[src/axil_pkg.sv]
// AXI4-Lite channel and bundle types, imported by every crossbar module and the testbench
package axil_pkg;

  localparam int unsigned AddrWidth = 32;
  localparam int unsigned DataWidth = 32;
  localparam int unsigned StrbWidth = DataWidth / 8;

  typedef enum logic [1:0] {
    OKAY   = 2'd0,
    SLVERR = 2'd2,
    DECERR = 2'd3
  } resp_e;

  typedef struct packed {
    logic [AddrWidth-1:0] addr;
    logic [2:0]           prot; // Passed along untouched
  } aw_chan_t;

  typedef struct packed {
    logic [DataWidth-1:0] data;
    logic [StrbWidth-1:0] strb;
  } w_chan_t;

  typedef struct packed {
    resp_e resp;
  } b_chan_t;

  typedef struct packed {
    logic [AddrWidth-1:0] addr;
    logic [2:0]           prot;
  } ar_chan_t;

  typedef struct packed {
    logic [DataWidth-1:0] data;
    resp_e                resp;
  } r_chan_t;

  // Manager to subordinate direction
  typedef struct packed {
    logic     aw_valid;
    aw_chan_t aw;
    logic     w_valid;
    w_chan_t  w;
    logic     b_ready;
    logic     ar_valid;
    ar_chan_t ar;
    logic     r_ready;
  } axil_req_t;

  typedef struct packed {
    logic    aw_ready;
    logic    w_ready;
    logic    b_valid;
    b_chan_t b;
    logic    ar_ready;
    logic    r_valid;
    r_chan_t r;
  } axil_resp_t;

endpackage

[src/xbar_pkg.sv]
// Address map rule and select helpers used by the decoder, the demux and the crossbar top
package xbar_pkg;
  import axil_pkg::*;

  localparam int unsigned IdxWidth = 8;

  typedef logic [IdxWidth-1:0] idx_t;

  // One window of the address map, end_addr is exclusive
  typedef struct packed {
    idx_t                 idx;
    logic [AddrWidth-1:0] start_addr;
    logic [AddrWidth-1:0] end_addr;
  } addr_rule_t;

  // Select value that steers a transaction to the decode-error responder
  function automatic idx_t err_select(input int unsigned num_sub);
    return idx_t'(num_sub);
  endfunction

  // Bits needed to count from 0 up to and including max_cnt
  function automatic int unsigned cnt_width(input int unsigned max_cnt);
    return (max_cnt > 0) ? $clog2(max_cnt + 1) : 1;
  endfunction

endpackage

[src/axil_addr_decode.sv]
// Combinational address map lookup, one instance per AW and AR channel of each manager port
`timescale 1ns/1ps

module axil_addr_decode import axil_pkg::*, xbar_pkg::*; #(
  parameter int unsigned NumSub   = 3,
  parameter int unsigned NumRules = 3
) (
  input  logic       [AddrWidth-1:0] addr_i,
  input  addr_rule_t [NumRules-1:0]  addr_map_i,
  output logic       [IdxWidth-1:0]  idx_o,
  output logic                       dec_error_o
);

  logic matched;

  always_comb begin
    matched = 1'b0;
    idx_o   = '0;
    // Later rules override earlier ones
    for (int unsigned r = 0; r < NumRules; r++) begin
      if ((addr_i >= addr_map_i[r].start_addr) && (addr_i < addr_map_i[r].end_addr)) begin
        matched = 1'b1;
        idx_o   = addr_map_i[r].idx;
      end
    end
    // A rule pointing past the last subordinate counts as a miss
    dec_error_o = !matched || (idx_o >= NumSub);
  end

endmodule

[src/axil_demux.sv]
// Manager-side router, steers AW/W/AR of one manager port to a subordinate or the error responder
`timescale 1ns/1ps

module axil_demux import axil_pkg::*, xbar_pkg::*; #(
  parameter int unsigned NumSub   = 3,
  parameter int unsigned MaxTrans = 4
) (
  input  logic                       clk_i,
  input  logic                       rst_n_i,
  input  axil_req_t                  req_i,
  input  logic       [IdxWidth-1:0]  aw_select_i, // NumSub selects the error responder
  input  logic       [IdxWidth-1:0]  ar_select_i,
  output axil_resp_t                 resp_o,
  output axil_req_t  [NumSub:0]      reqs_o,
  input  axil_resp_t [NumSub:0]      resps_i
);

  localparam int unsigned CntW = cnt_width(MaxTrans);
  localparam int unsigned PtrW = (MaxTrans > 1) ? $clog2(MaxTrans) : 1;

  logic [CntW-1:0] w_cnt_q, r_cnt_q;    // Outstanding writes and reads
  idx_t            aw_sel_q, ar_sel_q;  // Target of the outstanding ones
  idx_t            wsel_mem [MaxTrans];
  logic [PtrW-1:0] wsel_wr_q, wsel_rd_q;
  logic [CntW-1:0] wsel_cnt_q;
  idx_t            w_sel;
  logic            aw_ok, ar_ok, w_route;
  logic            aw_fire, w_fire, b_fire, ar_fire, r_fire;

  always_comb begin
    w_sel   = wsel_mem[wsel_rd_q];
    w_route = (wsel_cnt_q != '0);
    // Only one target at a time, so responses cannot come back out of order
    aw_ok = (w_cnt_q != CntW'(MaxTrans)) && ((w_cnt_q == '0) || (aw_select_i == aw_sel_q));
    ar_ok = (r_cnt_q != CntW'(MaxTrans)) && ((r_cnt_q == '0) || (ar_select_i == ar_sel_q));

    resp_o = '0;
    for (int unsigned j = 0; j <= NumSub; j++) begin
      reqs_o[j]          = '0;
      reqs_o[j].aw       = req_i.aw;
      reqs_o[j].w        = req_i.w;
      reqs_o[j].ar       = req_i.ar;
      reqs_o[j].aw_valid = req_i.aw_valid && aw_ok && (aw_select_i == j);
      reqs_o[j].w_valid  = req_i.w_valid && w_route && (w_sel == j);
      reqs_o[j].b_ready  = req_i.b_ready && (w_cnt_q != '0) && (aw_sel_q == j);
      reqs_o[j].ar_valid = req_i.ar_valid && ar_ok && (ar_select_i == j);
      reqs_o[j].r_ready  = req_i.r_ready && (r_cnt_q != '0) && (ar_sel_q == j);

      if (aw_select_i == j) resp_o.aw_ready = aw_ok && resps_i[j].aw_ready;
      if (w_sel == j)       resp_o.w_ready  = w_route && resps_i[j].w_ready;
      if (ar_select_i == j) resp_o.ar_ready = ar_ok && resps_i[j].ar_ready;
      if (aw_sel_q == j) begin
        resp_o.b_valid = (w_cnt_q != '0) && resps_i[j].b_valid;
        resp_o.b       = resps_i[j].b;
      end
      if (ar_sel_q == j) begin
        resp_o.r_valid = (r_cnt_q != '0) && resps_i[j].r_valid;
        resp_o.r       = resps_i[j].r;
      end
    end

    aw_fire = req_i.aw_valid && resp_o.aw_ready;
    w_fire  = req_i.w_valid && resp_o.w_ready;
    b_fire  = resp_o.b_valid && req_i.b_ready;
    ar_fire = req_i.ar_valid && resp_o.ar_ready;
    r_fire  = resp_o.r_valid && req_i.r_ready;
  end

  always_ff @(posedge clk_i or negedge rst_n_i) begin
    if (!rst_n_i) begin
      w_cnt_q    <= '0;
      r_cnt_q    <= '0;
      aw_sel_q   <= '0;
      ar_sel_q   <= '0;
      wsel_wr_q  <= '0;
      wsel_rd_q  <= '0;
      wsel_cnt_q <= '0;
    end else begin
      if (aw_fire && !b_fire) begin
        w_cnt_q <= w_cnt_q + 1'b1;
      end else if (b_fire && !aw_fire) begin
        w_cnt_q <= w_cnt_q - 1'b1;
      end
      if (ar_fire && !r_fire) begin
        r_cnt_q <= r_cnt_q + 1'b1;
      end else if (r_fire && !ar_fire) begin
        r_cnt_q <= r_cnt_q - 1'b1;
      end

      if (aw_fire) begin
        aw_sel_q  <= aw_select_i;
        wsel_wr_q <= (wsel_wr_q == PtrW'(MaxTrans - 1)) ? '0 : wsel_wr_q + 1'b1;
      end
      if (ar_fire) ar_sel_q <= ar_select_i;
      if (w_fire) begin
        wsel_rd_q <= (wsel_rd_q == PtrW'(MaxTrans - 1)) ? '0 : wsel_rd_q + 1'b1;
      end

      if (aw_fire && !w_fire) begin
        wsel_cnt_q <= wsel_cnt_q + 1'b1;
      end else if (w_fire && !aw_fire) begin
        wsel_cnt_q <= wsel_cnt_q - 1'b1;
      end
    end
  end

  // W order follows AW order
  always_ff @(posedge clk_i) begin
    if (aw_fire) wsel_mem[wsel_wr_q] <= aw_select_i;
  end

endmodule

[src/axil_mux.sv]
// Subordinate-side round-robin arbiter, merges all manager ports onto one subordinate port
`timescale 1ns/1ps

module axil_mux import axil_pkg::*; #(
  parameter int unsigned NumMgr   = 2,
  parameter int unsigned MaxTrans = 4
) (
  input  logic                    clk_i,
  input  logic                    rst_n_i,
  input  axil_req_t  [NumMgr-1:0] reqs_i,
  output axil_resp_t [NumMgr-1:0] resps_o,
  output axil_req_t               req_o,
  input  axil_resp_t              resp_i
);

  localparam int unsigned IdxW    = (NumMgr > 1) ? $clog2(NumMgr) : 1;
  localparam int unsigned PtrW    = (MaxTrans > 1) ? $clog2(MaxTrans) : 1;
  localparam int unsigned CntW    = $clog2(MaxTrans + 1);
  localparam int unsigned NumFifo = 3;

  // Index FIFOs, W and B filled by AW grants, R by AR grants
  typedef enum logic [1:0] {
    FIFO_W = 2'd0,
    FIFO_B = 2'd1,
    FIFO_R = 2'd2
  } fifo_e;

  logic [IdxW-1:0]    fifo_mem [NumFifo][MaxTrans];
  logic [PtrW-1:0]    fifo_wr_q [NumFifo];
  logic [PtrW-1:0]    fifo_rd_q [NumFifo];
  logic [CntW-1:0]    fifo_cnt_q [NumFifo];
  logic [IdxW-1:0]    fifo_din [NumFifo];
  logic [NumFifo-1:0] fifo_push, fifo_pop, fifo_full, fifo_empty;

  logic [NumMgr-1:0] aw_vld, ar_vld;
  logic [IdxW:0]     aw_pick, ar_pick;       // Found flag on top of the index
  logic [IdxW-1:0]   aw_rr_q, ar_rr_q;
  logic              aw_lock_q, ar_lock_q;   // Grant held until transfer
  logic [IdxW-1:0]   aw_lock_idx_q, ar_lock_idx_q;
  logic [IdxW-1:0]   aw_idx, ar_idx, w_head, b_head, r_head;
  logic              aw_req, ar_req;
  logic              aw_fire, w_fire, b_fire, ar_fire, r_fire;

  // First requester at or after the pointer
  function automatic logic [IdxW:0] rr_pick(input logic [NumMgr-1:0] vld,
                                            input logic [IdxW-1:0]   ptr);
    logic [IdxW:0] res;
    logic          found;
    int unsigned   cand;
    res   = '0;
    found = 1'b0;
    for (int unsigned k = 0; k < NumMgr; k++) begin
      cand = (ptr + k) % NumMgr;
      if (!found && vld[cand]) begin
        found = 1'b1;
        res   = {1'b1, IdxW'(cand)};
      end
    end
    return res;
  endfunction

  always_comb begin
    for (int f = 0; f < NumFifo; f++) begin
      fifo_full[f]  = (fifo_cnt_q[f] == CntW'(MaxTrans));
      fifo_empty[f] = (fifo_cnt_q[f] == '0);
    end
    for (int unsigned i = 0; i < NumMgr; i++) begin
      aw_vld[i] = reqs_i[i].aw_valid;
      ar_vld[i] = reqs_i[i].ar_valid;
    end
    aw_pick = rr_pick(aw_vld, aw_rr_q);
    ar_pick = rr_pick(ar_vld, ar_rr_q);
    aw_idx  = aw_lock_q ? aw_lock_idx_q : aw_pick[IdxW-1:0];
    ar_idx  = ar_lock_q ? ar_lock_idx_q : ar_pick[IdxW-1:0];
    aw_req  = (aw_lock_q || aw_pick[IdxW]) && !fifo_full[FIFO_W] && !fifo_full[FIFO_B];
    ar_req  = (ar_lock_q || ar_pick[IdxW]) && !fifo_full[FIFO_R];
    w_head  = fifo_mem[FIFO_W][fifo_rd_q[FIFO_W]];
    b_head  = fifo_mem[FIFO_B][fifo_rd_q[FIFO_B]];
    r_head  = fifo_mem[FIFO_R][fifo_rd_q[FIFO_R]];

    req_o          = '0;
    req_o.aw_valid = aw_req;
    req_o.aw       = reqs_i[aw_idx].aw;
    req_o.w_valid  = !fifo_empty[FIFO_W] && reqs_i[w_head].w_valid;
    req_o.w        = reqs_i[w_head].w;
    req_o.b_ready  = !fifo_empty[FIFO_B] && reqs_i[b_head].b_ready;
    req_o.ar_valid = ar_req;
    req_o.ar       = reqs_i[ar_idx].ar;
    req_o.r_ready  = !fifo_empty[FIFO_R] && reqs_i[r_head].r_ready;

    for (int unsigned i = 0; i < NumMgr; i++) begin
      resps_o[i]          = '0;
      resps_o[i].b        = resp_i.b;
      resps_o[i].r        = resp_i.r;
      resps_o[i].aw_ready = aw_req && (aw_idx == i) && resp_i.aw_ready;
      resps_o[i].w_ready  = !fifo_empty[FIFO_W] && (w_head == i) && resp_i.w_ready;
      resps_o[i].b_valid  = !fifo_empty[FIFO_B] && (b_head == i) && resp_i.b_valid;
      resps_o[i].ar_ready = ar_req && (ar_idx == i) && resp_i.ar_ready;
      resps_o[i].r_valid  = !fifo_empty[FIFO_R] && (r_head == i) && resp_i.r_valid;
    end

    aw_fire = aw_req && resp_i.aw_ready;
    w_fire  = req_o.w_valid && resp_i.w_ready;
    b_fire  = resp_i.b_valid && req_o.b_ready;
    ar_fire = ar_req && resp_i.ar_ready;
    r_fire  = resp_i.r_valid && req_o.r_ready;

    fifo_push = {ar_fire, aw_fire, aw_fire}; // Bit order follows fifo_e
    fifo_pop  = {r_fire, b_fire, w_fire};
    fifo_din[FIFO_W] = aw_idx;
    fifo_din[FIFO_B] = aw_idx;
    fifo_din[FIFO_R] = ar_idx;
  end

  always_ff @(posedge clk_i or negedge rst_n_i) begin
    if (!rst_n_i) begin
      aw_rr_q       <= '0;
      ar_rr_q       <= '0;
      aw_lock_q     <= 1'b0;
      ar_lock_q     <= 1'b0;
      aw_lock_idx_q <= '0;
      ar_lock_idx_q <= '0;
      for (int f = 0; f < NumFifo; f++) begin
        fifo_wr_q[f]  <= '0;
        fifo_rd_q[f]  <= '0;
        fifo_cnt_q[f] <= '0;
      end
    end else begin
      if (aw_fire) begin
        aw_rr_q   <= (aw_idx == IdxW'(NumMgr - 1)) ? '0 : aw_idx + 1'b1;
        aw_lock_q <= 1'b0;
      end else if (aw_req) begin
        aw_lock_q     <= 1'b1;
        aw_lock_idx_q <= aw_idx;
      end
      if (ar_fire) begin
        ar_rr_q   <= (ar_idx == IdxW'(NumMgr - 1)) ? '0 : ar_idx + 1'b1;
        ar_lock_q <= 1'b0;
      end else if (ar_req) begin
        ar_lock_q     <= 1'b1;
        ar_lock_idx_q <= ar_idx;
      end
      for (int f = 0; f < NumFifo; f++) begin
        if (fifo_push[f]) begin
          fifo_wr_q[f] <= (fifo_wr_q[f] == PtrW'(MaxTrans - 1)) ? '0 : fifo_wr_q[f] + 1'b1;
        end
        if (fifo_pop[f]) begin
          fifo_rd_q[f] <= (fifo_rd_q[f] == PtrW'(MaxTrans - 1)) ? '0 : fifo_rd_q[f] + 1'b1;
        end
        if (fifo_push[f] && !fifo_pop[f]) begin
          fifo_cnt_q[f] <= fifo_cnt_q[f] + 1'b1;
        end else if (fifo_pop[f] && !fifo_push[f]) begin
          fifo_cnt_q[f] <= fifo_cnt_q[f] - 1'b1;
        end
      end
    end
  end

  always_ff @(posedge clk_i) begin
    for (int f = 0; f < NumFifo; f++) begin
      if (fifo_push[f]) fifo_mem[f][fifo_wr_q[f]] <= fifo_din[f];
    end
  end

endmodule

[src/axil_err_slv.sv]
// Decode-error responder behind each manager port, completes unmapped accesses with DECERR
`timescale 1ns/1ps

module axil_err_slv import axil_pkg::*; (
  input  logic       clk_i,
  input  logic       rst_n_i,
  input  axil_req_t  req_i,
  output axil_resp_t resp_o
);

  typedef enum logic [1:0] {
    WR_IDLE,
    WR_GOT_AW,
    WR_GOT_W,
    WR_RESP
  } wr_state_e;

  typedef enum logic {
    RD_IDLE,
    RD_RESP
  } rd_state_e;

  wr_state_e wr_state_q, wr_state_d;
  rd_state_e rd_state_q, rd_state_d;
  logic      aw_fire, w_fire;

  always_comb begin
    resp_o          = '0;
    resp_o.aw_ready = (wr_state_q == WR_IDLE) || (wr_state_q == WR_GOT_W);
    resp_o.w_ready  = (wr_state_q == WR_IDLE) || (wr_state_q == WR_GOT_AW);
    resp_o.b_valid  = (wr_state_q == WR_RESP);
    resp_o.b.resp   = DECERR;
    resp_o.ar_ready = (rd_state_q == RD_IDLE);
    resp_o.r_valid  = (rd_state_q == RD_RESP);
    resp_o.r.data   = '0;
    resp_o.r.resp   = DECERR;

    aw_fire = req_i.aw_valid && resp_o.aw_ready;
    w_fire  = req_i.w_valid && resp_o.w_ready;

    wr_state_d = wr_state_q;
    case (wr_state_q)
      WR_IDLE: begin
        if (aw_fire && w_fire) wr_state_d = WR_RESP;
        else if (aw_fire)      wr_state_d = WR_GOT_AW;
        else if (w_fire)       wr_state_d = WR_GOT_W;
      end
      WR_GOT_AW: if (w_fire) wr_state_d = WR_RESP;
      WR_GOT_W:  if (aw_fire) wr_state_d = WR_RESP;
      WR_RESP:   if (req_i.b_ready) wr_state_d = WR_IDLE;
      default:   wr_state_d = WR_IDLE;
    endcase

    rd_state_d = rd_state_q;
    if (rd_state_q == RD_IDLE && req_i.ar_valid) begin
      rd_state_d = RD_RESP;
    end else if (rd_state_q == RD_RESP && req_i.r_ready) begin
      rd_state_d = RD_IDLE;
    end
  end

  always_ff @(posedge clk_i or negedge rst_n_i) begin
    if (!rst_n_i) begin
      wr_state_q <= WR_IDLE;
      rd_state_q <= RD_IDLE;
    end else begin
      wr_state_q <= wr_state_d;
      rd_state_q <= rd_state_d;
    end
  end

endmodule

[src/axil_xbar.sv]
// Top level of the AXI4-Lite crossbar, connects NumMgr manager ports to NumSub subordinate ports
`timescale 1ns/1ps

module axil_xbar import axil_pkg::*, xbar_pkg::*; #(
  parameter int unsigned NumMgr   = 2,
  parameter int unsigned NumSub   = 3,
  parameter int unsigned NumRules = 3,
  parameter int unsigned MaxTrans = 4
) (
  input  logic                       clk_i,
  input  logic                       rst_n_i,
  input  axil_req_t  [NumMgr-1:0]    mgr_reqs_i,
  output axil_resp_t [NumMgr-1:0]    mgr_resps_o,
  output axil_req_t  [NumSub-1:0]    sub_reqs_o,
  input  axil_resp_t [NumSub-1:0]    sub_resps_i,
  input  addr_rule_t [NumRules-1:0]  addr_map_i
);

  // Demux side, the extra entry NumSub feeds the error responder
  axil_req_t  [NumMgr-1:0][NumSub:0]   demux_reqs;
  axil_resp_t [NumMgr-1:0][NumSub:0]   demux_resps;
  axil_req_t  [NumSub-1:0][NumMgr-1:0] mux_reqs;
  axil_resp_t [NumSub-1:0][NumMgr-1:0] mux_resps;

  for (genvar i = 0; i < NumMgr; i++) begin : gen_mgr_port
    idx_t aw_idx, ar_idx, aw_sel, ar_sel;
    logic aw_err, ar_err;

    axil_addr_decode #(.NumSub(NumSub), .NumRules(NumRules)) i_aw_decode (
      .addr_i      (mgr_reqs_i[i].aw.addr),
      .addr_map_i  (addr_map_i),
      .idx_o       (aw_idx),
      .dec_error_o (aw_err)
    );

    axil_addr_decode #(.NumSub(NumSub), .NumRules(NumRules)) i_ar_decode (
      .addr_i      (mgr_reqs_i[i].ar.addr),
      .addr_map_i  (addr_map_i),
      .idx_o       (ar_idx),
      .dec_error_o (ar_err)
    );

    assign aw_sel = aw_err ? err_select(NumSub) : aw_idx;
    assign ar_sel = ar_err ? err_select(NumSub) : ar_idx;

    axil_demux #(.NumSub(NumSub), .MaxTrans(MaxTrans)) i_demux (
      .clk_i       (clk_i),
      .rst_n_i     (rst_n_i),
      .req_i       (mgr_reqs_i[i]),
      .aw_select_i (aw_sel),
      .ar_select_i (ar_sel),
      .resp_o      (mgr_resps_o[i]),
      .reqs_o      (demux_reqs[i]),
      .resps_i     (demux_resps[i])
    );

    axil_err_slv i_err_slv (
      .clk_i   (clk_i),
      .rst_n_i (rst_n_i),
      .req_i   (demux_reqs[i][NumSub]),
      .resp_o  (demux_resps[i][NumSub])
    );

    for (genvar j = 0; j < NumSub; j++) begin : gen_cross
      assign mux_reqs[j][i]    = demux_reqs[i][j];
      assign demux_resps[i][j] = mux_resps[j][i];
    end
  end

  for (genvar j = 0; j < NumSub; j++) begin : gen_sub_port
    axil_mux #(.NumMgr(NumMgr), .MaxTrans(MaxTrans)) i_mux (
      .clk_i   (clk_i),
      .rst_n_i (rst_n_i),
      .reqs_i  (mux_reqs[j]),
      .resps_o (mux_resps[j]),
      .req_o   (sub_reqs_o[j]),
      .resp_i  (sub_resps_i[j])
    );
  end

endmodule

[config.mk]
export PLATFORM = sky130hd
export DESIGN_NAME = axil_xbar
export DESIGN_NICKNAME = d
export VERILOG_FILES = /design/src/axil_pkg.sv /design/src/xbar_pkg.sv /design/src/axil_addr_decode.sv /design/src/axil_demux.sv /design/src/axil_mux.sv /design/src/axil_err_slv.sv /design/src/axil_xbar.sv
export SDC_FILE = /design/constraint.sdc
export NUM_CORES = 2
export LEC_CHECK = 0
export BUFFER_PORTS_ARGS = -buffer_cell sky130_fd_sc_hd__buf_4
export CAP_MARGIN = 0
export CELL_PAD_IN_SITES_DETAIL_PLACEMENT = 0
export CELL_PAD_IN_SITES_GLOBAL_PLACEMENT = 1
export CORE_AREA = 3 3 377 379
export DETAILED_ROUTE_END_ITERATION = 7
export DIE_AREA = 0 0 380 382
export PLACE_DENSITY_LB_ADDON = 0.15
export SLEW_MARGIN = 15
export SYNTH_ARGS = -nofsm -noshare
export SYNTH_HDL_FRONTEND = slang
export SYNTH_SLANG_ARGS = --single-unit
[constraint.sdc]
create_clock -name clk_i -period 6.21 [get_ports clk_i]
set_clock_uncertainty 0.1 [all_clocks]
set_input_delay 0 -clock clk_i [delete_from_list [all_inputs] [get_ports clk_i]]
set_output_delay 0 -clock clk_i [all_outputs]
set_load 0.005 [all_outputs]
==> results.sh <==
export IMPL_globalRouteTotalUtil_pct=25.3
export IMPL_powerDensity_mw_per_mm2=198
export IMPL_holdWs_ns=0.159
export IMPL_syn_cell_area_mm2=0.0355
export IMPL_syn_inst=4027
export IMPL_peakVddDrop_uv=207
export IMPL_chipHeight_um=382
export IMPL_insertion_delay_ns=0.57
export IMPL_syn_to_final_growth_pct=34.6
export IMPL_crit_chain="buf_4 > ha_1 > nand4_1 > nor4_1 > buf_4 > o21ai_0 > nor4bb_1 > buf_4 > nand4_1 > a211oi_1 > o31ai_1 > buf_4 > a21boi_0 > buf_4 > or3b_1 > and4_1 > o31ai_4 > buf_4 > buf_4 > mux2_2 > buf_4"
export IMPL_cts_buffers=27
export IMPL_grt_max_degree=121
export IMPL_async_flop_share_pct=59.2
export IMPL_overflow=0
export IMPL_vias=36445
export IMPL_synth_ff_type="dfrtp_1"
export IMPL_cp_data_arrival_time_ns=5.90
export IMPL_cts_path_max_buffers=3
export IMPL_slew_headroom_pct=18.5
export IMPL_grt_pass1_vias=36314
export IMPL_dp_slack_ns=-0.259
export IMPL_critPathSlowestCell="nor4bb_1"
export IMPL_dieArea_mm2=0.145
export IMPL_cts_tree="built"
export IMPL_layout_nets=6631
export IMPL_status="complete, no violations"
export IMPL_synth_cell_types=109
export IMPL_placed_cells=7032
export IMPL_critical_path_startpoint="mgr_reqs_i[35]"
export IMPL_portBuffers=977
export IMPL_first_iter_violations=2144
export IMPL_ys_warn_count=0
export IMPL_clock_sinks=245
export IMPL_die_width_um=380
export IMPL_hold_violations=0
export IMPL_period_share_pct=96.6
export IMPL_drt_total_wl_mm=192
export IMPL_cts_hold_buf=32
export IMPL_finalSetupViolCount=0
export IMPL_crit_path_frequent_cell="buf_4"
export IMPL_wl_per_cell_um=26.9
export IMPL_gp_congestion=0.917
export IMPL_clkTransAtPathRegs_ns=0.06
export IMPL_io_pins=978
export IMPL_critical_path_max_stage_delay_ns=0.81
export IMPL_period_minus_slack_ns=6.00
export IMPL_max_freq_ghz=0.167
export IMPL_ys_seq_elements=245
export IMPL_path_buf_inv=8
export IMPL_r2r_start="gen_mgr_port[0].i_demux.ar_sel_q[0]"
export IMPL_postSynthAreaPerCell_um2=8.83
export IMPL_drcViolationCount=0
export IMPL_cts_setup_buffers=0
export IMPL_required_ns=6.11
export IMPL_start_util_pct=25.5
export IMPL_viasPerCell=5.11
export IMPL_antenna_left=0
export IMPL_cp_end_kind="output port"
export IMPL_rows=137
export IMPL_synth_top_area_share_pct=29.4
export IMPL_dpl_hpwl_mm=160
export IMPL_rsz0062_at_grt="no"
export IMPL_hold_path_class="in2reg"
export IMPL_instances_no_fill=7130
export IMPL_core_region_area_mm2=0.139
export IMPL_drv_slew=0
export IMPL_grt_pass1_wl_mm=269
export IMPL_cts_root_buf="clkbuf_16"
export IMPL_worst_slew_pin_slew_ns=1.21
export IMPL_cp_max_fo=32
export IMPL_yosysTopAreaCell="ha_1"
export IMPL_drv_cap=0
export IMPL_synth_edf_count=100
export IMPL_ys_seq_area_share_pct=18.7
export IMPL_crit_path_start_kind="input pin"
export IMPL_fin_ws_ns=0.209
export IMPL_dr_pass1_iters=5
export IMPL_drive_above_1_share_pct=30.7
export IMPL_ctsResizeCount=0
export IMPL_crit_family="buffers and inverters"
export IMPL_antenna_found_initial=24
export IMPL_crit_type="in2out"
export IMPL_worstHoldStart="addr_map_i[209]"
export IMPL_cts_max_level=1
export IMPL_synthTopCellsByArea="ha_1 (29%), dfrtp_1 (10%), mux2_2 (10%)"
export IMPL_p_leak_nw=23.5
## kinds of logic after synthesis
logic type	synth area share, %
simple gates	15.8
other cells	0.0106
buf+inv	4.37
fa+ha+maj	30.3
compound gates	17.4
flops	18.7
mux	12.4
xor+xnor	1.18
## synth_stat cells, drive strengths merged (18+ instances only)
cell type / instances
dfrtp: 145
nor2b: 22
o211ai: 32
o21ai: 190
mux2i: 42
nand4: 104
xor2: 31
and3: 23
a211oi: 61
inv: 306
buf: 37
clkbuf: 52
nor2: 255
mux2: 326
o21a: 26
nand2: 397
nor3: 76
and2: 69
a21o: 61
a22oi: 34
a21oi: 305
nand3: 92
a31oi: 25
or3: 18
ha: 836
nor4: 32
edfxtp: 100
nand2b: 24
## power breakdown
| group | internal, mW | switching (mW) | leakage [nW] |
|---|---|---|---|
| Combinational | 2.47 | 2.95 | 20.4 |
| Clock | 0.909 | 0.683 | 0.424 |
| Sequential | 2.09 | 0.394 | 2.71 |
| Total | 5.47 | 4.02 | 23.5 |
## layer usage
layer  share of wire, %  vias up  wire, um  track usage, %
met1                 43    17526     82000            31.8
met3                5.6      198     10800            4.00
li1                   -    17490         -               -
met2                 49     1225     93800            45.0
met5              0.024        -        47               0
met4                2.8        6      5320            5.89
## flip-flops by register name (all words and copies together), names as in the netlist, 4 cells and up
signal                             cells
gen_mgr_port.i_demux.ar_sel_q         16
gen_mgr_port.i_demux.aw_sel_q         16
gen_mgr_port.i_demux.r_cnt_q           6
gen_mgr_port.i_demux.w_cnt_q           6
gen_mgr_port.i_demux.wsel_cnt_q        6
gen_mgr_port.i_demux.wsel_mem         64
gen_mgr_port.i_demux.wsel_rd_q         4
gen_mgr_port.i_demux.wsel_wr_q         4
gen_mgr_port.i_err_slv.wr_state_q      4
gen_sub_port.i_mux.fifo_cnt_q         27
gen_sub_port.i_mux.fifo_mem           36
gen_sub_port.i_mux.fifo_rd_q          18
gen_sub_port.i_mux.fifo_wr_q          18
## final timing paths
| kind | cells after the start | slack, ns | endpoint |
|---|---|---|---|
| setup / recovery | 21 | 0.21 | sub_reqs_o[145] |
| hold / removal | 6 | 0.16 | gen_mgr_port[1].i_demux.ar_sel_q[1] |
| setup reg to reg | 18 | 1.70 | gen_mgr_port[0].i_demux.r_cnt_q[2] |
| hold reg to reg | 1 | 0.36 | gen_mgr_port[1].i_demux.r_cnt_q[2] |
| max in group asynchronous | 4 | 4.81 | gen_mgr_port[0].i_demux.ar_sel_q[1] |
| min in group asynchronous | 4 | 0.39 | gen_mgr_port[1].i_demux.wsel_rd_q[0] |
## layout by cell type (no fill, tap or decap), drive strengths merged, types with 22 or more instances in the layout
| cell type | instances |
|---|---|
| dlygate4sd3 | 31 |
| edfxtp | 100 |
| o211ai | 32 |
| nand2 | 397 |
| inv | 308 |
| o21ai | 190 |
| clkbuf | 41 |
| nor2 | 255 |
| a21oi | 305 |
| ha | 836 |
| a22oi | 34 |
| mux2 | 326 |
| a31oi | 25 |
| nand4 | 104 |
| nand3 | 92 |
| and2 | 69 |
| dfrtp | 145 |
| buf | 1172 |
| a21o | 61 |
| a211oi | 61 |
| nand2b | 24 |
| nor4 | 32 |
| nor3 | 76 |
| nor2b | 22 |
| xor2 | 31 |
| conb | 48 |
| o21a | 26 |
| and3 | 23 |
| mux2i | 42 |
## worst register-to-register path, cell delays in order, from the launching register on
cell	delay, ns
dfrtp_1	0.34
buf_4	0.43
nand2_1	0.32
nor3_1	0.41
o311ai_0	0.27
mux2i_1	0.22
or3b_1	0.17
a31oi_1	0.14
a211oi_2	0.27
or3b_1	0.39
a21boi_2	0.17
o21ai_2	0.09
inv_1	0.07
ha_1	0.17
inv_1	0.06
fa_1	0.38
xor2_1	0.17
nor2_1	0.11
xor2_1	0.15
## per-stage QoR
| stage | utilization (%) | power, mW | setup TNS [ns] | cell area, um2 |
|---|---|---|---|---|
| after floorplan | - | 5.32 | 0 | 35700 |
| after global placement | 33.5 | 7.91 | -1.59 | 46600 |
| after detailed placement | 33.5 | 7.93 | -1.52 | 46600 |
| after CTS | 34.3 | 9.61 | 0 | 47800 |
| after global routing | 34.4 | 10.3 | 0 | 47800 |
| final | 34.4 | 9.50 | 0 | 47800 |
## area by class of cell
cell class | instances | area [um2]
antenna | 16 | 40.0
clock buffer | 41 | 778
clock inverter | 9 | 88.8
fill | 14761 | 91300
inverter | 308 | 1160
multi-input combinational | 3432 | 27600
sequential | 245 | 6630
tap | 1876 | 2350
timing repair buffer | 1203 | 9200
Power figures use the tool's default switching activity.
